## src/source/flash_bridge_config.svh

```systemverilog
`ifndef FLASH_BRIDGE_CONFIG_SVH
`define FLASH_BRIDGE_CONFIG_SVH

// Bus clock cycles spent on one 16-bit flash access.
`define FLASH_RW_CYCLES 5

// System bus side.
`define BUS_ADDR_W 24
`define BUS_DATA_W 32

// Flash side in half-word units.
`define FLASH_ADDR_W 22
`define FLASH_DATA_W 16

`endif

```

## src/source/flash_bridge_pkg.sv

```systemverilog
`default_nettype none

package flash_bridge_pkg;

  `include "flash_bridge_config.svh"

  // Byte address and data on the system bus.
  typedef logic [`BUS_ADDR_W-1:0] bus_addr_t;
  typedef logic [`BUS_DATA_W-1:0] bus_word_t;
  typedef logic [`BUS_DATA_W/8-1:0] bus_be_t;

  // Half-word address and data on the flash pins.
  typedef logic [`FLASH_ADDR_W-1:0] flash_addr_t;
  typedef logic [`FLASH_DATA_W-1:0] flash_half_t;

  // Word reads walk through both halves, lower first.
  typedef enum logic [1:0] {
    PH_IDLE,
    PH_LOWER,
    PH_UPPER
  } read_phase_e;

  // One 16-bit access, decode to engine.
  typedef struct packed {
    flash_addr_t addr;
    flash_half_t wdata;
    logic        read;
    logic        write;
  } flash_req_t;

  // Engine result with done on the last cycle.
  typedef struct packed {
    flash_half_t rdata;
    logic        done;
  } flash_rsp_t;

endpackage

`default_nettype wire

```

## src/source/flash_req_decode.sv

```systemverilog
`timescale 1ns/1ps
`default_nettype none

module flash_req_decode (
  input  wire                              clk_bus,
  input  wire                              rst_n,
  input  wire flash_bridge_pkg::bus_addr_t bus_addr_i,
  input  wire flash_bridge_pkg::bus_be_t   bus_be_i,
  input  wire flash_bridge_pkg::bus_word_t bus_wdata_i,
  input  wire                              bus_read_i,
  input  wire                              bus_write_i,
  input  wire flash_bridge_pkg::flash_rsp_t rsp_i,
  output flash_bridge_pkg::flash_req_t     req_o,
  output logic                             capture_lo_o,
  output logic                             word_sel_o,
  output logic                             bus_stall_o
);

  import flash_bridge_pkg::*;

  read_phase_e phase_q;
  read_phase_e phase_d;
  logic        word_rd;
  logic        req_present;
  logic        half_sel;
  logic        finishing;

  assign req_present = bus_read_i || bus_write_i;
  assign word_rd     = bus_read_i && (bus_be_i == 4'b1111);

  // Upper half for the second word-read phase or high-lane-only enables.
  assign half_sel = (phase_q == PH_UPPER) || !(|bus_be_i[1:0]);

  always_comb begin
    req_o.addr  = {bus_addr_i[22:2], half_sel};
    req_o.wdata = half_sel ? bus_wdata_i[31:16] : bus_wdata_i[15:0];
    req_o.read  = bus_read_i;
    req_o.write = bus_write_i;
  end

  always_comb begin
    phase_d = phase_q;
    case (phase_q)
      PH_IDLE: begin
        if (word_rd) begin
          phase_d = PH_LOWER;
        end
      end
      PH_LOWER: begin
        if (rsp_i.done) begin
          phase_d = PH_UPPER;
        end
      end
      PH_UPPER: begin
        if (rsp_i.done) begin
          phase_d = PH_IDLE;
        end
      end
      default: phase_d = PH_IDLE;
    endcase
  end

  always_ff @(posedge clk_bus or negedge rst_n) begin
    if (!rst_n) begin
      phase_q <= PH_IDLE;
    end else begin
      phase_q <= phase_d;
    end
  end

  // A word read only finishes on the upper half.
  assign finishing = rsp_i.done && ((phase_q == PH_UPPER) || !word_rd);
  assign bus_stall_o = req_present && !finishing;

  assign capture_lo_o = (phase_q == PH_LOWER) && rsp_i.done;
  assign word_sel_o   = (phase_q == PH_UPPER);

endmodule

`default_nettype wire

```

## config.mk

```make
export PLATFORM = sky130hd
export DESIGN_NAME = flash_req_decode
export DESIGN_NICKNAME = d
export VERILOG_FILES = /design/src/source/flash_bridge_pkg.sv /design/src/source/flash_req_decode.sv
export VERILOG_INCLUDE_DIRS = /design/src /design/src/source
export SDC_FILE = /design/constraint.sdc
export NUM_CORES = 1
export LEC_CHECK = 0
export BUFFER_PORTS_ARGS = -buffer_cell sky130_fd_sc_hd__buf_2
export CORE_MARGIN = 2
export CORE_UTILIZATION = 21
export CTS_CLUSTER_DIAMETER = 40
export DETAILED_ROUTE_END_ITERATION = 10
export PLACE_DENSITY = 0.86
export SLEW_MARGIN = 0
export SYNTH_ARGS = -nofsm -noshare
export SYNTH_HDL_FRONTEND = slang
export SYNTH_SLANG_ARGS = --single-unit
```

## constraint.sdc

```tcl
create_clock -name clk_bus -period 1.1 [get_ports clk_bus]
set_input_delay 0 -clock clk_bus [delete_from_list [all_inputs] [get_ports clk_bus]]
set_output_delay 0 -clock clk_bus [all_outputs]
set_load 0.02 [all_outputs]
```

==> reports/qor.yml <==
status:
  status: "finished with violations"
  violations: "setup timing"
floorplan:
  die-area_sq_mm: 0.00313
  core_sq_mm: 0.00252
  rows: 18
  die_y_um: 56.0
  io_pins: 124
  dieWidth_um: 56.0
  start_util_pct: 22.5
final_layout:
  fin_util_pct: 40.0
  largest_reg_flops: 2
  final_common_cell: "buf_2"
  nets: 188
  synthToLayoutAreaGrowth_pct: 77.9
  reg.largest.list: "phase_q (2)"
  max_flop_register: "phase_q"
  final_cell_mix: "45 x buf_2, 18 x buf_6, 16 x mux2_4"
  final_cell_count_no_fill: 135
  diodes: 0
  drive_above_1_share_pct: 92.4
critical_path:
  r2r_end: "phase_q[0]"
  crit_path_start_kind: "flop"
  cp_max_fo: 10
  crit_slowest_cell: "dfrtp_1"
  reg2reg_depth: 4
  arrival_ns: 1.45
  reg2reg_slack_ns: -0.01
  cp.required_ns: 1.10
  r2r-start: "phase_q[0]"
  path_cells: "nor2b_4 -> nor2_8 -> buf_12 -> mux2_4 -> buf_2"
  critical_path_class: "flop to output pin"
  cp_slowest_stage_delay_ns: 0.36
  cp-end-kind: "output pin"
global_route:
  grt_max_degree: 11
  grt_use_total_pct: 10.9
  overflow: 0
  grt_pass1_wl_um: 2700
  grt_pass1_vias: 652
  antenna_found_initial: 0
place:
  hpwl_um: 1440
  gp_congestion: 0.731
  numPortBuffers: 62
  pre_cts_slack_ns: -0.151
  placedCellCount: 128
clocking:
  cts_buffers: 3
  path_clk_slew_ns: 0.03
  cts-root-buf: "clkbuf_4"
  htreeDepth: 1
  insertion_delay_ns: 0.22
  cts_tree: "done"
  cts_buffer_depth: 2
  cts.sinks: 2
sta:
  hold_viol_final: 0
  rsz0062_at_grt: "yes"
  setup_slack_ns: -0.355
  fmax_mhz: 687
  final-max-slew-violation-count: 0
  hold_slack_ns: 0.00000778
  final-setup-viol-count: 21
  final.setup_skew_ns: 0.00123
  finalCritPeriodShare_pct: 132
  relSlewSlack_pct: 84.8
  worst_pin_slew_ns: 0.225
  period_needed_ns: 1.45
synth:
  ys_seq_elements: 2
  synth-simple-area-share_pct: 12.1
  synth_fa_ha_area_share_pct: 0
  ys_warn_count: 0
  synth_top_family_by_area: "multiplexers"
  syn_area_sq_um: 567
  syn-mean-instance-area_sq_um: 10.1
  synthMuxAreaShare_pct: 37.7
  yosysUniqueCellTypes: 17
  syn_nets: 137
  synth_compound_area_share_pct: 4.64
  synth-xor-area-share_pct: 0
  seq_area_frac_synth_pct: 8.83
  netlist_instances: 56
drt:
  wire_per_inst_um: 13.1
  ant_nets: 0
  wl_um: 1770
  post_drt_via_cell_ratio: 4.32
  drc_errors: 0
  drt_pass1_iterations: 2
  drt_iter0_markers: 9
  via_count: 583
power:
  vdd_drop_max_mv: 0.451
  p_per_area_mw_per_mm2: 740
  p_leak_nw: 0.580
min_path:
  worstHoldPathCells: 0
  min_to: "req_o[20]"
  hold_class: "input port to output pin"
  min-delay-start: "bus_addr_i[3]"
run:
  drv_cap: 0
power by group:
part	internal (mW)	total, mW	switching, mW
clock	0.120	0.157	0.0368
combinational	0.295	0.510	0.215
sequential	0.0772	0.0793	0.00212
total	0.492	0.746	0.254
per-stage QoR:
step	TNS, ns	power, mW	instance area (sq um)
2_1_floorplan	-1.36	0.433	567
3_3_place_gp	-1.93	0.471	777
3_5_place_dp	-2.26	0.476	777
4_1_cts	-6.31	0.724	941
5_1_grt	-6.88	0.782	1010
6_report	-5.99	0.746	1010
worst max-delay path, delay by kind of cell (launching register included):
| family | cells | cell delay (ns) |
|---|---|---|
| mux | 1 | 0.30 |
| simple gates | 2 | 0.27 |
| buf+inv | 2 | 0.31 |
| flops | 1 | 0.36 |
what timing repair did:
| action | 4_1_cts | 5_1_grt |
|---|---|---|
| hold buffers | 1 | 0 |
| pin swaps | 2 | 1 |
| hold endpoints to repair | 2 | 0 |
| setup buffers | 1 | 3 |
| resized for setup | 34 | 15 |
| endpoints found under the setup margin | 21 | 21 |
cell families (layout without fill, tap and decap cells):
kind of cell / after synthesis / in the layout
buf+inv: 27 / 76
mux: 16 / 16
simple gates: 8 / 8
compound gates: 3 / 3
flops: 2 / 2
synth_stat cells:
library cell	count	area share, %
or3b_2	1	1.5
dfrtp_1	2	8.8
nand2_1	1	0.66
inv_1	2	1.3
a21o_2	1	1.5
buf_12	1	3.5
nor2_2	1	1.1
mux2_2	7	14
nor2b_4	1	2.4
nor2_8	1	3.5
nor2_1	1	0.66
o32ai_1	1	1.5
nand3_1	1	0.88
o41ai_1	1	1.5
nor3b_1	1	1.3
mux2_4	9	24
buf_4	24	32
routing by layer:
layer | GRT usage (%) | wire, um | vias to the layer above
met4 | 5.78 | 38 | 0
li1 | - | - | 265
met5 | 0 | 0 | -
met3 | 5.35 | 267 | 12
met2 | 21.4 | 947 | 57
met1 | 8.65 | 514 | 249
how the worst max path moves through the flow:
| stage | from | end | cells past startpoint |
|---|---|---|---|
| global route | phase_q[1] | req_o[12] | 5 |
| global placement | phase_q[0] | req_o[8] | 5 |
| detailed placement | phase_q[1] | req_o[11] | 5 |
| finish | phase_q[1] | req_o[12] | 5 |
| CTS | phase_q[1] | req_o[8] | 5 |
| floorplan | phase_q[0] | req_o[10] | 4 |
layout make-up:
type / count / area [sq um]
Fill cell: 239 / 1510
Clock buffer: 3 / 22.5
Inverter: 2 / 7.51
Multi-Input combinational cell: 27 / 375
Tap cell: 30 / 37.5
Timing Repair Buffer: 71 / 515
Sequential cell: 2 / 50.0
(Power assumes the default switching activity.)
