File: config.mk
export PLATFORM = sky130hd
export DESIGN_NAME = flash_cycle_engine
export DESIGN_NICKNAME = d
export VERILOG_FILES = /design/src/source/flash_bridge_pkg.sv /design/src/source/flash_cycle_engine.sv
export VERILOG_INCLUDE_DIRS = /design/src /design/src/source
export SDC_FILE = /design/constraint.sdc
export NUM_CORES = 1
export LEC_CHECK = 0
export BUFFER_PORTS_ARGS = -buffer_cell sky130_fd_sc_hd__buf_4
export CAP_MARGIN = 20
export CORE_MARGIN = 2
export CORE_UTILIZATION = 41
export CTS_CLUSTER_DIAMETER = 150
export DETAILED_ROUTE_END_ITERATION = 12
export GPL_TIMING_DRIVEN = 0
export PLACE_DENSITY = 0.76
export SYNTH_ARGS = -nofsm -noshare
export SYNTH_HDL_FRONTEND = slang
export SYNTH_SLANG_ARGS = --single-unit
File: constraint.sdc
create_clock -name clk_bus -period 3.4 [get_ports clk_bus]
set_input_delay 0 -clock clk_bus [delete_from_list [all_inputs] [get_ports clk_bus]]
set_output_delay 0 -clock clk_bus [all_outputs]
set_load 0.005 [all_outputs]
File: src/source/flash_bridge_config.svh
`ifndef FLASH_BRIDGE_CONFIG_SVH
`define FLASH_BRIDGE_CONFIG_SVH

// Bus clock cycles spent on one 16-bit flash access.
`define FLASH_RW_CYCLES 5

// System bus side.
`define BUS_ADDR_W 24
`define BUS_DATA_W 32

// Flash side in half-word units.
`define FLASH_ADDR_W 22
`define FLASH_DATA_W 16

`endif

File: src/source/flash_bridge_pkg.sv
`default_nettype none

package flash_bridge_pkg;

  `include "flash_bridge_config.svh"

  // Byte address and data on the system bus.
  typedef logic [`BUS_ADDR_W-1:0] bus_addr_t;
  typedef logic [`BUS_DATA_W-1:0] bus_word_t;
  typedef logic [`BUS_DATA_W/8-1:0] bus_be_t;

  // Half-word address and data on the flash pins.
  typedef logic [`FLASH_ADDR_W-1:0] flash_addr_t;
  typedef logic [`FLASH_DATA_W-1:0] flash_half_t;

  // Word reads walk through both halves, lower first.
  typedef enum logic [1:0] {
    PH_IDLE,
    PH_LOWER,
    PH_UPPER
  } read_phase_e;

  // One 16-bit access, decode to engine.
  typedef struct packed {
    flash_addr_t addr;
    flash_half_t wdata;
    logic        read;
    logic        write;
  } flash_req_t;

  // Engine result with done on the last cycle.
  typedef struct packed {
    flash_half_t rdata;
    logic        done;
  } flash_rsp_t;

endpackage

`default_nettype wire

File: src/source/flash_cycle_engine.sv
`timescale 1ns/1ps
`default_nettype none

`include "flash_bridge_config.svh"

module flash_cycle_engine (
  input  wire                                clk_bus,
  input  wire                                rst_n,
  input  wire flash_bridge_pkg::flash_req_t  req_i,
  output flash_bridge_pkg::flash_rsp_t       rsp_o,
  output flash_bridge_pkg::flash_addr_t      flash_addr_o,
  input  wire flash_bridge_pkg::flash_half_t flash_data_i,
  output flash_bridge_pkg::flash_half_t      flash_data_o,
  output logic                               flash_data_oe_o,
  output logic                               flash_we_n_o,
  output logic                               flash_oe_n_o
);

  import flash_bridge_pkg::*;

  localparam int CNT_W = $clog2(`FLASH_RW_CYCLES + 1);
  localparam logic [CNT_W-1:0] LAST_CNT = CNT_W'(`FLASH_RW_CYCLES);
  localparam logic [CNT_W-1:0] PRE_LAST_CNT = CNT_W'(`FLASH_RW_CYCLES - 1);

  logic             busy_q;
  logic             write_q;
  logic [CNT_W-1:0] cnt_q;
  logic             we_n_q;
  logic             oe_n_q;
  flash_addr_t      addr_q;
  flash_half_t      wdata_q;
  flash_half_t      rdata_q;
  logic             start;
  logic             start_write;
  logic             last;
  logic             pre_last;

  assign start       = !busy_q && (req_i.read || req_i.write);
  // Read wins if both levels are up.
  assign start_write = req_i.write && !req_i.read;
  assign last        = busy_q && (cnt_q == LAST_CNT);
  assign pre_last    = busy_q && (cnt_q == PRE_LAST_CNT);

  always_ff @(posedge clk_bus or negedge rst_n) begin
    if (!rst_n) begin
      busy_q  <= 1'b0;
      write_q <= 1'b0;
      cnt_q   <= '0;
      we_n_q  <= 1'b1;
      oe_n_q  <= 1'b1;
    end else if (start) begin
      busy_q  <= 1'b1;
      write_q <= start_write;
      cnt_q   <= CNT_W'(1);
      we_n_q  <= !start_write;
      oe_n_q  <= start_write;
    end else if (last) begin
      busy_q <= 1'b0;
      cnt_q  <= '0;
      oe_n_q <= 1'b1;
      we_n_q <= 1'b1;
    end else if (busy_q) begin
      cnt_q <= cnt_q + CNT_W'(1);
      // Release we_n early so data is still held on its rising edge.
      if (pre_last) begin
        we_n_q <= 1'b1;
      end
    end
  end

  // Address and write data latched at access start.
  always_ff @(posedge clk_bus) begin
    if (start) begin
      addr_q  <= req_i.addr;
      wdata_q <= req_i.wdata;
    end
  end

  // Sampled after oe_n has been low for the full access time.
  always_ff @(posedge clk_bus) begin
    if (pre_last && !write_q) begin
      rdata_q <= flash_data_i;
    end
  end

  assign rsp_o.rdata = rdata_q;
  assign rsp_o.done  = last;

  assign flash_addr_o    = addr_q;
  assign flash_data_o    = wdata_q;
  assign flash_data_oe_o = busy_q && write_q;
  assign flash_we_n_o    = we_n_q;
  assign flash_oe_n_o    = oe_n_q;

endmodule

`default_nettype wire

==> flow_metrics.tcl <==
set metrics [dict create \
    cts_max_level 3 \
    numCtsBuffers 9 \
    synthArstFlopShare 0.115 \
    clockBufferDepth 2 \
    cts.sinks 61 \
    avgViaCountPerCell 4.56 \
    min_path_type "input pin to asynchronous set/reset pin" \
    power.share.sequential 0.485 \
    die_w_microns 74.3 \
    combPwrFrac 0.239 \
    p_leak_nw 1.59 \
    path_clk_slew_ns 0.06 \
    grt_start_max_net_pins 27 \
    tightest_slew_ns 0.735 \
    rows 25 \
    cp-startpoint "busy_q$_DFFE_PN0N_" \
    critical_path_class "flop to flop" \
    wl_per_cell_microns 16.7 \
    post_cts_resized 0 \
    gp_congestion 0.802 \
    maxSlewHeadroom 0.510 \
    fp.coreArea_sq_mm 0.00475 \
    multi_input_area_sq_um 205 \
    finalSetupViolations 0 \
    synthTopCellsByCount "edfxtp_1, dfrtp_1, inv_1, nor2_1" \
    hold_buffers 57 \
    grt_util_met2 0.371 \
    yosysSeqAreaShare 0.889 \
    irDropWorstVdd_mv 0.540 \
    finalCritPeriodShare 0.511 \
    busiest_layer "met2" \
    overflow 0 \
    clkPwrFrac 0.277 \
    port-buffer-count 115 \
    fin_setup_tns_ns 0 \
    antennaDiodeCount 0 \
    finish.instance_area_sq_mm 0.00376 \
    grt_pass1_vias 1558 \
    intPower_mw 1.61 \
    area_growth_pct 85.5 \
    ys_types 25 \
    slew_viol_final 0 \
    root_buffer "clkbuf_8" \
    syn_area_sq_mm 0.00202 \
    final_layout_size_suffix_gt1_frac 0.475 \
    synth-seq-cells 61 \
    drcViolationCount 0 \
    synth_most_common_cell "edfxtp_1" \
    syn_nets 155 \
    dp_slack_ns 1.66 \
    end_kind "flop" \
    dieArea_sq_mm 0.00552 \
    yosysTopAreaCell "edfxtp_1" \
    status "complete, no violations" \
    first_iter_violations 103 \
    use_met3 0.0569 \
    avgSynthCellArea_sq_um 21.5 \
    die_y_microns 74.3 \
    dpl-instance-area_sq_mm 0.00301 \
    cp.required_ns 3.36 \
    io_pins 116 \
    synth_cells 94 \
    hpwl_microns 3260 \
    fin_nets 339 \
    vias 1593 \
    startpoint_type "flop" \
    whs_ns 0.0196 \
    firstDrtPassIters 4 \
    grtUsageTotal 0.215 \
    ys_warn_count 0 \
    worst_slack_ns 1.66 \
    clock_latency_ns 0.34 \
    detail-route-antenna-nets 0 \
    antenna_found_initial 0 \
    place_inst 277 \
    synth_ff_type "edfxtp_1" \
    reg2reg_from "busy_q$_DFFE_PN0N_" \
    synth_edf_count 54 \
    worstPathArrival_ns 1.70 \
    postCtsSetupRepairBufs 0 \
    floorplan.initialDensity 0.426 \
    worstRegToRegCells 2 \
    reg2reg_to "rdata_q[14]$_DFFE_PP_" \
    cts_tree "yes" \
    finClkSkew_ns 0.00894 \
    finalHoldViolations 0 \
    yosys-top-cells-area "edfxtp_1, dfrtp_1, dfstp_2" \
    drv_cap 0 \
    synth_top_area_share 0.801 \
    p_per_area_mw_per_mm2 576 \
    use_met1 0.247 \
    fmax_mhz 575 \
    power.switching_mw 0.553 \
    r2r_setup_slack_ns 1.66 \
    fin_cells 349 \
    rsz0062_at_grt "false" \
    cp-endpoint "rdata_q[14]$_DFFE_PP_" \
    period_needed_ns 1.74 \
    seqCellArea_sq_mm 0.00180 \
    fillers 280 \
    swShare 0.255 \
    grt_first_pass_wirelength_microns 8270 \
    wirelength_microns 5830 \
    path_max_fanout 16 \
]
-- worst min-delay path by stage --
| stage | start | to | slack (ns) | depth (start not counted) |
|---|---|---|---|---|
| 6_report | rst_n | busy_q$_DFFE_PN0N_ | 0.02 | 2 |
| 5_1_grt | rst_n | busy_q$_DFFE_PN0N_ | 0.03 | 2 |
| 4_1_cts | rst_n | busy_q$_DFFE_PN0N_ | 0.001 | 2 |
| 3_5_place_dp | rst_n | busy_q$_DFFE_PN0N_ | -0.18 | 1 |
| 3_3_place_gp | rst_n | busy_q$_DFFE_PN0N_ | -0.18 | 1 |
| 2_1_floorplan | rst_n | busy_q$_DFFE_PN0N_ | -0.30 | 0 |
-- metal layers --
metal  wire [microns]  up-vias
met1             2240      758
met4               90        0
li1                 -      731
met2             3000       92
met5                0        -
met3              505       12
-- power by group through the flow --
stage | sequential (mW) | clock, mW | combinational [mW]
4_1_cts | 1.04 | 0.599 | 0.517
3_5_place_dp | 1.06 | 0 | 0.454
3_3_place_gp | 1.06 | 0 | 0.421
6_report | 1.05 | 0.598 | 0.517
5_1_grt | 1.06 | 0.638 | 0.563
2_1_floorplan | 1.06 | 0 | 0.172
-- critical path, stage by stage (launching register included) --
cell and delay, ns:
dfrtp_1 0.42, buf_2 0.24, and4b_1 0.71
-- registers in the layout, summed over array words and instances, names as in the netlist --
name and count:
busy_q 1, cnt_q 3, flash_addr_o 22, flash_data_o 16
flash_oe_n_o 1, flash_we_n_o 1, rdata_q 16, write_q 1
-- cell families after synthesis --
| group | count (synthesis) | share of synthesized area |
|---|---|---|
| DFF | 61 | 0.889 |
| and+or+nand+nor | 15 | 0.0445 |
| AOI/OAI and AO/OA | 9 | 0.0346 |
| buffers and inverters | 6 | 0.0136 |
| adders and majority gates | 3 | 0.0185 |
-- layout by cell type (no fill, tap or decap) --
| cell | instances |
|---|---|
| a211o_1 | 1 |
| a21oi_1 | 1 |
| a22oi_1 | 1 |
| a2bb2oi_1 | 2 |
| a32o_1 | 1 |
| a32oi_1 | 1 |
| and2_1 | 1 |
| and3_1 | 1 |
| and3b_1 | 1 |
| and4b_1 | 1 |
| buf_16 | 1 |
| buf_2 | 1 |
| buf_4 | 116 |
| bufinv_16 | 1 |
| clkbuf_8 | 9 |
| clkinv_1 | 2 |
| clkinv_2 | 2 |
| clkinvlp_4 | 1 |
| dfrtp_1 | 5 |
| dfstp_2 | 2 |
| dlygate4sd3_1 | 57 |
| edfxtp_1 | 54 |
| ha_1 | 3 |
| inv_1 | 4 |
| nand2_1 | 1 |
| nand2b_1 | 1 |
| nor2_1 | 3 |
| nor2_4 | 1 |
| nor2b_1 | 3 |
| nor3_1 | 1 |
| nor4bb_1 | 1 |
| o21ai_0 | 1 |
| o21bai_1 | 1 |
-- stage by stage --
step / power, mW / util
floorplan: 1.23 / -
global placement: 1.48 / 0.625
detailed placement: 1.51 / 0.632
CTS: 2.16 / 0.790
global route: 2.26 / 0.790
finish: 2.16 / 0.790
-- area by class of cell --
cell class              count  area share
flip-flops and latches     61       0.479
repair buffers            173       0.389
multi-input cells          27      0.0546
clock buffers               9      0.0330
well taps                  67      0.0223
clock inverters             6      0.0147
inverters                   4     0.00400
plain buffers               2     0.00333
(Power assumes the default switching activity.)
