[config.mk]
export PLATFORM = sky130hd
export DESIGN_NAME = flash_read_merge
export DESIGN_NICKNAME = d
export VERILOG_FILES = /design/src/source/flash_bridge_pkg.sv /design/src/source/flash_read_merge.sv
export VERILOG_INCLUDE_DIRS = /design/src /design/src/source
export SDC_FILE = /design/constraint.sdc
export NUM_CORES = 1
export LEC_CHECK = 0
export BUFFER_PORTS_ARGS = -buffer_cell sky130_fd_sc_hd__buf_2
export CAP_MARGIN = 10
export CORE_MARGIN = 3
export CORE_UTILIZATION = 48
export DETAILED_ROUTE_END_ITERATION = 10
export PLACE_DENSITY = 0.84
export SYNTH_ARGS = -nofsm -noshare
export SYNTH_HDL_FRONTEND = slang
export SYNTH_SLANG_ARGS = --single-unit
[constraint.sdc]
create_clock -name clk_bus -period 2.76 [get_ports clk_bus]
set_clock_uncertainty 0.15 [all_clocks]
set_input_delay 0.138 -clock clk_bus [delete_from_list [all_inputs] [get_ports clk_bus]]
set_output_delay 0.138 -clock clk_bus [all_outputs]
set_load 0.02 [all_outputs]
[src/source/flash_bridge_config.svh]
`ifndef FLASH_BRIDGE_CONFIG_SVH
`define FLASH_BRIDGE_CONFIG_SVH

// Bus clock cycles spent on one 16-bit flash access.
`define FLASH_RW_CYCLES 5

// System bus side.
`define BUS_ADDR_W 24
`define BUS_DATA_W 32

// Flash side in half-word units.
`define FLASH_ADDR_W 22
`define FLASH_DATA_W 16

`endif

[src/source/flash_bridge_pkg.sv]
`default_nettype none

package flash_bridge_pkg;

  `include "flash_bridge_config.svh"

  // Byte address and data on the system bus.
  typedef logic [`BUS_ADDR_W-1:0] bus_addr_t;
  typedef logic [`BUS_DATA_W-1:0] bus_word_t;
  typedef logic [`BUS_DATA_W/8-1:0] bus_be_t;

  // Half-word address and data on the flash pins.
  typedef logic [`FLASH_ADDR_W-1:0] flash_addr_t;
  typedef logic [`FLASH_DATA_W-1:0] flash_half_t;

  // Word reads walk through both halves, lower first.
  typedef enum logic [1:0] {
    PH_IDLE,
    PH_LOWER,
    PH_UPPER
  } read_phase_e;

  // One 16-bit access, decode to engine.
  typedef struct packed {
    flash_addr_t addr;
    flash_half_t wdata;
    logic        read;
    logic        write;
  } flash_req_t;

  // Engine result with done on the last cycle.
  typedef struct packed {
    flash_half_t rdata;
    logic        done;
  } flash_rsp_t;

endpackage

`default_nettype wire

[src/source/flash_read_merge.sv]
`timescale 1ns/1ps
`default_nettype none

module flash_read_merge (
  input  wire                               clk_bus,
  input  wire                               rst_n,
  input  wire flash_bridge_pkg::flash_rsp_t rsp_i,
  input  wire                               capture_lo_i,
  input  wire                               word_sel_i,
  output flash_bridge_pkg::bus_word_t       bus_rdata_o
);

  import flash_bridge_pkg::*;

  flash_half_t lo_buf_q;

  // Lower half kept while the upper access runs.
  always_ff @(posedge clk_bus or negedge rst_n) begin
    if (!rst_n) begin
      lo_buf_q <= '0;
    end else if (capture_lo_i) begin
      lo_buf_q <= rsp_i.rdata;
    end
  end

  always_comb begin
    if (word_sel_i) begin
      bus_rdata_o = {rsp_i.rdata, lo_buf_q};
    end else begin
      // Half-word reads show up on both lanes.
      bus_rdata_o = {rsp_i.rdata, rsp_i.rdata};
    end
  end

endmodule

`default_nettype wire

==> results.yml, run 1 <==
run_status:
  status: "completed"
layout:
  area_growth_pct: 30.7
  final_nets: 142
  drive_above_1_share: 0.725
  fillers: 162
  top_regs: "lo_buf_q: 16 flops"
  regMostFlops: "lo_buf_q"
  antenna_cells: 0
  largest_register_ffs: 16
  final_cell_count_no_fill: 147
clocking:
  h-tree-depth: 1
  clockBufferDepth: 2
  clk_pin_slew_ns: 0.09
  post_cts_resized: 0
  insertion_delay_ns: 0.27
  cts_tree: "yes"
  numCtsBuffers: 3
  clock_sink_count: 16
  root_buffer: "clkbuf_4"
timing:
  fin_crit_sh: 0.550
  slew_viol_final: 0
  setup_violations: 0
  max_freq_mhz: 659
  grt_setup_unrepaired: "false"
  slew_headroom: 0.694
  worst_slew_pin_slew_ns: 0.460
  period_needed_ns: 1.52
  hold_viol_final: 0
  fin_setup_tns_ns: 0
floorplanning:
  rows: 16
  die_area_um2: 2710
  ioPinCount: 53
  initial_core_util: 0.514
  die_h_um: 52.1
  die_w_um: 52.1
  core_area_um2: 1980
worst_setup_path:
  critPathLaunchType: "input pin"
  crit_arrival_ns: 1.23
  crit_fanout: 3
  cp.required_ns: 2.47
  crit_path_end_kind: "output port"
  r2r_start: "lo_buf_q[6]"
  r2r_slack_ns: 1.84
  startpoint: "rsp_i[8]"
  rr_worst_depth: 1
  path_class: "input pin to output port"
  r2r-end: "lo_buf_q[6]"
  crit_end: "bus_rdata_o[7]"
routing:
  via_count: 681
  drt-vias-per-instance: 4.63
  routedWlPerCell_um: 13.0
  ant_nets: 0
  drc_errors: 0
  drt_iter0_drc: 0
  wirelength_um: 1910
  drt-pass1-iter-count: 1
yosys:
  ys_types: 6
  synth-edff-count: 0
  syn_inst: 68
  ys_seq_elements: 16
  synthTopCellsByCount: "mux2_4, buf_4, dfrtp_1"
  synth.cell_area_um2: 1020
  synthTopCellsByArea: "dfrtp_1, mux2_4, mux2_2"
  yosysWarnings: 0
  async_flop_share: 1.00
  syn_nets: 89
  yosysMostFrequentCell: "mux2_4"
  syn_area_per_cell_um2: 15.0
  ys_seq_area_frac: 0.393
  yosys.area.top_type: "dfrtp_1"
  synthFlopType: "dfrtp_1"
  netlist.area_leader.share: 0.393
worst_hold_path:
  hold_path_class: "input pin to asynchronous set/reset pin"
global_routing:
  overflow: 0
  antenna_found_initial: 0
  grt_pass1_wl_um: 3210
  track_usage: 0.161
  grt_pass1_vias: 745
  grt_max_degree: 17
placed_design:
  gp_congestion: 0.605
  io_buffers: 51
  dp_hpwl_um: 1170
  dp_cells: 126
pwr:
  power.leakage_uw: 0.000692
  powerDensity_nw_per_um2: 468
  vdd_drop_max_mv: 0.312
job:
  drv_cap: 0
## worst max-delay path, stage by stage
cell           delay, ns
dlygate4sd3_1       0.54
buf_2               0.13
mux2_4              0.26
buf_2               0.16
## cell usage in the layout, fill, tap and decap left out, drive strengths merged
cell / count
mux2: 32
dfrtp: 16
clkbuf: 4
dlygate4sd3: 17
buf: 51
## layout make-up
cell class,instances,area [µm²],share of cell area
Multi-Input combinational cell,32,435,0.327
Tap cell,27,33.8,0.0254
Sequential cell,16,400,0.301
Clock buffer,4,36.3,0.0273
Timing Repair Buffer,68,425,0.320
## cell families (layout without fill, tap and decap cells)
group                  count (synthesis)  in the layout  synth area share
DFF                                   16             16             0.393
buffers and inverters                 20             72             0.179
muxes                                 32             32             0.428
## per-stage QoR
step / cell area [µm²] / util / hold slack, ns / power, µW / worst slack (ns)
after floorplan: 1020 / - / -0.308 / 425 / 1.75
after global placement: 1120 / 0.568 / -0.0877 / 456 / 1.41
after detailed placement: 1120 / 0.568 / -0.0870 / 461 / 1.40
after CTS: 1330 / 0.672 / 0.140 / 633 / 1.25
after global routing: 1330 / 0.672 / 0.173 / 657 / 1.21
final: 1330 / 0.672 / 0.142 / 623 / 1.24
## metal layers
layer  GRT usage  share of wire
met5           0              0
met4      0.0262              0
met3      0.0516          0.088
met2       0.295           0.50
met1       0.182           0.41
## timing repair
item | 4_1_cts | 5_1_grt
buffers inserted | 0 | 0
hold buffers | 17 | 0
endpoints found under the hold margin | 32 | 0
## how the worst min path moves through the flow
stage / to / slack, ns
after detailed placement: lo_buf_q[9] / -0.09
after global placement: lo_buf_q[9] / -0.09
after floorplan: lo_buf_q[0] / -0.31
after CTS: lo_buf_q[14] / 0.14
final: lo_buf_q[11] / 0.14
after global routing: lo_buf_q[11] / 0.17
## power breakdown
group | internal (µW) | switching (µW) | total (µW)
Clock | 80.1 | 68.3 | 148
Sequential | 258 | 11.9 | 270
Combinational | 108 | 97.0 | 205
Total | 446 | 177 | 623
Note: power is estimated with default switching activity, not from simulation.
==> inputs of run 2 (changes only) <==
--- a/config.mk
+++ b/config.mk
@@ -9,9 +9,9 @@
 export BUFFER_PORTS_ARGS = -buffer_cell sky130_fd_sc_hd__buf_2
 export CAP_MARGIN = 10
 export CORE_MARGIN = 3
-export CORE_UTILIZATION = 48
+export CORE_UTILIZATION = 40
 export DETAILED_ROUTE_END_ITERATION = 10
-export PLACE_DENSITY = 0.84
+export PLACE_DENSITY = 0.75
 export SYNTH_ARGS = -nofsm -noshare
 export SYNTH_HDL_FRONTEND = slang
 export SYNTH_SLANG_ARGS = --single-unit
==> constraint.sdc (replaced) <==
create_clock -name clk_bus -period 1.2 [get_ports clk_bus]
set_clock_uncertainty 0.15 [all_clocks]
set_input_delay 0.06 -clock clk_bus [delete_from_list [all_inputs] [get_ports clk_bus]]
set_output_delay 0.06 -clock clk_bus [all_outputs]
set_load 0.02 [all_outputs]
==> run 2 against run 1 <==
The flow now finishes with violations (negative setup slack). Die area up 18%. Wire length up 11%. Sequential cell count is the same. Via count increased by 6.3%. Power is 140% higher. Critical endpoint is now bus_rdata_o[10]. Worst hold slack worse by 0.050 ns. Sequential share of layout area down 4.1 points. Clock-buffer cell count decreased by 1.
==> results.yml, run 2 (synthesis results as in run 1) <==
run_status:
  status: "finished, violations left"
  failed_checks: "negative setup slack"
placed_design:
  io_buffers: 51
  dp_hpwl_um: 1250
  dp_slack_ns: 0.156
  gp_congestion: 0.651
clocking:
  cts_tree: "yes"
  clock_sink_count: 16
  numCtsBuffers: 3
  clk_pin_slew_ns: 0.08
  insertion_delay_ns: 0.27
  h-tree-depth: 1
  clockBufferDepth: 2
  root_buffer: "clkbuf_4"
worst_setup_path:
  path_class: "flop to output port"
  critPathLaunchType: "flop"
  r2r_slack_ns: 0.03
  cp_cell_sequence: "mux2_4, buf_6"
  path_delay_family: "flip-flops"
  critPathSlowestCell: "dfrtp_1"
  rr_worst_depth: 3
  cp.required_ns: 0.99
  r2r-end: "lo_buf_q[9]"
  crit_arrival_ns: 1.07
  crit_buf_inv: 1
  crit_path_end_kind: "output port"
  r2r_start: "lo_buf_q[9]"
  crit_fanout: 2
  max_stage_delay_ns: 0.39
timing:
  hold_viol_final: 0
  max_freq_mhz: 784
  setup_violations: 16
  worst_slew_pin_slew_ns: 0.368
  grt_setup_unrepaired: "true"
  slew_viol_final: 0
  period_needed_ns: 1.28
  slew_headroom: 0.755
  fin_crit_sh: 1.06
  setup_ws_ns: -0.0756
routing:
  drt-vias-per-instance: 4.61
  drt_iter0_drc: 8
  routedWlPerCell_um: 13.6
  drt-pass1-iter-count: 2
  drc_errors: 0
  wirelength_um: 2130
  ant_nets: 0
  via_count: 724
pwr:
  p_sw_frac: 0.284
  powerDensity_nw_per_um2: 977
  p_sw_uw: 428
  vdd_drop_max_mv: 0.601
  p_int_uw: 1080
  pwr-share-clk: 0.173
  comb_power_share: 0.415
  power.leakage_uw: 0.000801
  seqPwrFrac: 0.413
  p_total_uw: 1510
floorplanning:
  die_h_um: 56.5
  rows: 17
  die_area_um2: 3190
  initial_core_util: 0.439
  core_area_um2: 2320
  ioPinCount: 53
  die_w_um: 56.5
global_routing:
  overflow: 0
  grt_pass1_wl_um: 3590
  grt_max_degree: 17
  grt_pass1_vias: 767
  track_usage: 0.144
  antenna_found_initial: 0
worst_hold_path:
  hold_path_class: "input pin to asynchronous set/reset pin"
job:
  drv_cap: 0
layout:
  top_regs: "lo_buf_q: 16 flops"
  final_cell_mix: "buf_2, mux2_4, dlygate4sd3_1"
  multi_input_area_um2: 458
  area_growth_pct: 51.4
  largest_register_ffs: 16
  seq_area_um2: 400
  drive_above_1_share: 0.744
  antenna_cells: 0
  final_nets: 152
  fillers: 172
  layout_commonest_cell: "buf_2"
  regMostFlops: "lo_buf_q"
run 2: changes by cell type in the layout (fill, tap and decap cells not counted):
cell      previous run  this run
clkbuf_8             1         0
buf_12               0         2
mux2_4              20        26
buf_6                0        16
mux2_2              12         6
buf_4                0         8
buf_2               51        35
run 2: power by group through the flow:
stage	Combinational, µW	Sequential, µW	Clock, µW
floorplan	354	622	0
global placement	441	627	0
detailed placement	447	631	0
CTS	595	621	278
global route	664	627	304
finish	625	622	260
run 2: cell type report:
type,count,share of cell area
Timing Repair Buffer,78,0.406
Clock buffer,3,0.0146
Tap cell,28,0.0227
Sequential cell,16,0.260
Multi-Input combinational cell,32,0.297
run 2: per-layer routing:
layer | global-route usage | vias to the layer above | share of wire
li1 | - | 343 | -
met1 | 0.186 | 341 | 0.42
met2 | 0.238 | 38 | 0.50
met3 | 0.0276 | 2 | 0.075
met4 | 0.0508 | 0 | 0.0047
met5 | 0 | - | 0
run 2: worst reg2reg max path: cells and delay by family, from the launching register on:
kind                   cells  cell delay, ns
flip-flops                 1            0.39
buffers and inverters      2            0.25
multiplexers               1            0.26
run 2: how the worst max path moves through the flow:
stage,startpoint,end,slack (ns),depth (start not counted)
after floorplan,lo_buf_q[10],lo_buf_q[10],0.32,1
after global placement,word_sel_i,bus_rdata_o[13],0.17,4
after detailed placement,word_sel_i,bus_rdata_o[1],0.16,4
after CTS,lo_buf_q[2],bus_rdata_o[2],-0.08,2
after global routing,lo_buf_q[9],bus_rdata_o[9],-0.12,2
final,lo_buf_q[10],bus_rdata_o[10],-0.08,2
run 2: per-stage QoR:
step,cell area [µm²],setup TNS [ns],hold slack (ns),cells,util
after global placement,1170,0,-0.161,129,0.503
final,1540,-0.949,0.0915,157,0.665
after global routing,1540,-1.66,0.104,157,0.665
after detailed placement,1170,0,-0.149,129,0.503
after floorplan,1020,0,-0.386,68,-
after CTS,1500,-1.14,0.0860,151,0.645
run 2: repair_timing:
action | CTS | global route
buffers inserted | 2 | 6
endpoints found under the hold margin | 32 | 0
resized for setup | 38 | 0
pin swaps | 0 | 0
setup endpoints to repair | 16 | 16
hold buffers | 17 | 0
==> inputs of run 3 (changes only) <==
--- a/config.mk
+++ b/config.mk
@@ -9,9 +9,8 @@
 export BUFFER_PORTS_ARGS = -buffer_cell sky130_fd_sc_hd__buf_2
 export CAP_MARGIN = 10
 export CORE_MARGIN = 3
-export CORE_UTILIZATION = 40
+export CORE_UTILIZATION = 25
 export DETAILED_ROUTE_END_ITERATION = 10
-export PLACE_DENSITY = 0.75
 export SYNTH_ARGS = -nofsm -noshare
 export SYNTH_HDL_FRONTEND = slang
 export SYNTH_SLANG_ARGS = --single-unit
==> run 3 against run 2 <==
The run still ends with negative setup slack left. Clock power is 82% higher. Wire length increased by 5.0%. Cell area is 5.5% higher. Clock-buffer cell count rose by 1. Critical path depth did not move. Critical path type unchanged.
==> results.yml, run 3 (synthesis results as in run 1) <==
floorplanning:
  die_area_um2: 4880
  core_area_um2: 3800
  ioPinCount: 53
  die_h_um: 69.8
  die_w_um: 69.8
  rows: 22
  initial_core_util: 0.268
layout:
  area_growth_pct: 59.7
  fillers: 372
  layout_commonest_cell: "buf_2"
  top_regs: "lo_buf_q: 16 flops"
  final_util: 0.428
  regMostFlops: "lo_buf_q"
  final_cell_mix: "buf_2, mux2_4, dlygate4sd3_1"
  final_nets: 154
  largest_register_ffs: 16
  antenna_cells: 0
  drive_above_1_share: 0.750
worst_setup_path:
  crit_fanout: 2
  r2r_slack_ns: 0.06
  critPathLaunchType: "flop"
  r2r_start: "lo_buf_q[10]"
  path_class: "flop to output port"
  cp.required_ns: 0.99
  crit_arrival_ns: 1.03
  rr_worst_depth: 3
  crit_path_end_kind: "output port"
  r2r-end: "lo_buf_q[10]"
routing:
  drt-vias-per-instance: 3.97
  drc_errors: 0
  ant_nets: 0
  drt-pass1-iter-count: 2
  drt_iter0_drc: 3
  wirelength_um: 2240
  routedWlPerCell_um: 12.4
  via_count: 715
job:
  drv_cap: 0
global_routing:
  grt_max_degree: 17
  overflow: 0
  antenna_found_initial: 0
  grt_pass1_wl_um: 3800
  track_usage: 0.0975
  grt_pass1_vias: 779
timing:
  worst_slew_pin_slew_ns: 0.372
  hold_viol_final: 0
  holdWs_ns: 0.111
  fin_crit_sh: 1.04
  setup_violations: 16
  grt_setup_unrepaired: "true"
  max_freq_mhz: 804
  period_needed_ns: 1.24
  slew_headroom: 0.752
  setup_ws_ns: -0.0438
  slew_viol_final: 0
pwr:
  vdd_drop_max_mv: 0.651
  powerDensity_nw_per_um2: 1060
  power.leakage_uw: 0.000830
clocking:
  cts_tree: "yes"
  numCtsBuffers: 3
  clk_pin_slew_ns: 0.06
  h-tree-depth: 1
  clock_sink_count: 16
  clockBufferDepth: 2
  root_buffer: "clkbuf_8"
  insertion_delay_ns: 0.24
run_status:
  status: "finished, violations left"
  failed_checks: "negative setup slack"
placed_design:
  dp_slack_ns: 0.156
  gp_congestion: 0.719
  dp_hpwl_um: 1480
  io_buffers: 51
worst_hold_path:
  hold_path_class: "input pin to asynchronous set/reset pin"
[run 3: changes by cell type in the layout (fill, tap and decap cells not counted)]
cell      delta
clkbuf_4     -3
buf_12       +1
buf_4        +1
clkbuf_8     +4
[run 3: critical path, stage by stage, from the launching register on]
cell and delay [ns]:
dfrtp_1 0.39, mux2_4 0.27, buf_6 0.13
[run 3: worst max-delay path by stage]
stage | slack (ns) | cells past startpoint | endpoint | startpoint
after global placement | 0.16 | 4 | bus_rdata_o[2] | word_sel_i
after global routing | -0.08 | 2 | bus_rdata_o[2] | lo_buf_q[2]
after CTS | -0.05 | 2 | bus_rdata_o[11] | lo_buf_q[11]
final | -0.04 | 2 | bus_rdata_o[2] | lo_buf_q[2]
after floorplan | 0.32 | 1 | lo_buf_q[10] | lo_buf_q[10]
after detailed placement | 0.16 | 4 | bus_rdata_o[1] | word_sel_i
[run 3: layer usage]
| metal | wire (µm) | GRT usage |
|---|---|---|
| met5 | 0 | 0 |
| met4 | 11 | 0.0191 |
| met3 | 132 | 0.0290 |
| met2 | 1130 | 0.169 |
| met1 | 958 | 0.120 |
[run 3: stage by stage]
step | instances | power [µW] | TNS (ns) | cell area [µm²]
after global routing | 180 | 1830 | -1.06 | 1630
after global placement | 150 | 1080 | 0 | 1210
after floorplan | 68 | 977 | 0 | 1020
after CTS | 174 | 1730 | -0.644 | 1580
final | 180 | 1730 | -0.455 | 1630
after detailed placement | 150 | 1090 | 0 | 1210
[run 3: area by class of cell]
| class | count | area (µm²) | share of cell area |
|---|---|---|---|
| timing repair buffer | 80 | 653 | 0.402 |
| multi-input combinational | 32 | 458 | 0.282 |
| clock buffer | 4 | 55.1 | 0.0338 |
| sequential | 16 | 400 | 0.246 |
| tap | 48 | 60.1 | 0.0369 |
[run 3: repair_timing]
action | 4_1_cts | 5_1_grt
gates resized for setup | 38 | 0
hold endpoints to repair | 32 | 0
hold buffers | 17 | 0
setup buffers | 3 | 6
setup endpoints to repair | 16 | 16
gates cloned | 0 | 0
[run 3: where the power goes]
group | switching, µW | total (µW) | leakage, µW | internal [µW]
Clock | 182 | 472 | 0.0000288 | 291
Sequential | 28.9 | 623 | 0.000187 | 594
Combinational | 256 | 636 | 0.000614 | 380
Total | 466 | 1730 | 0.000830 | 1260
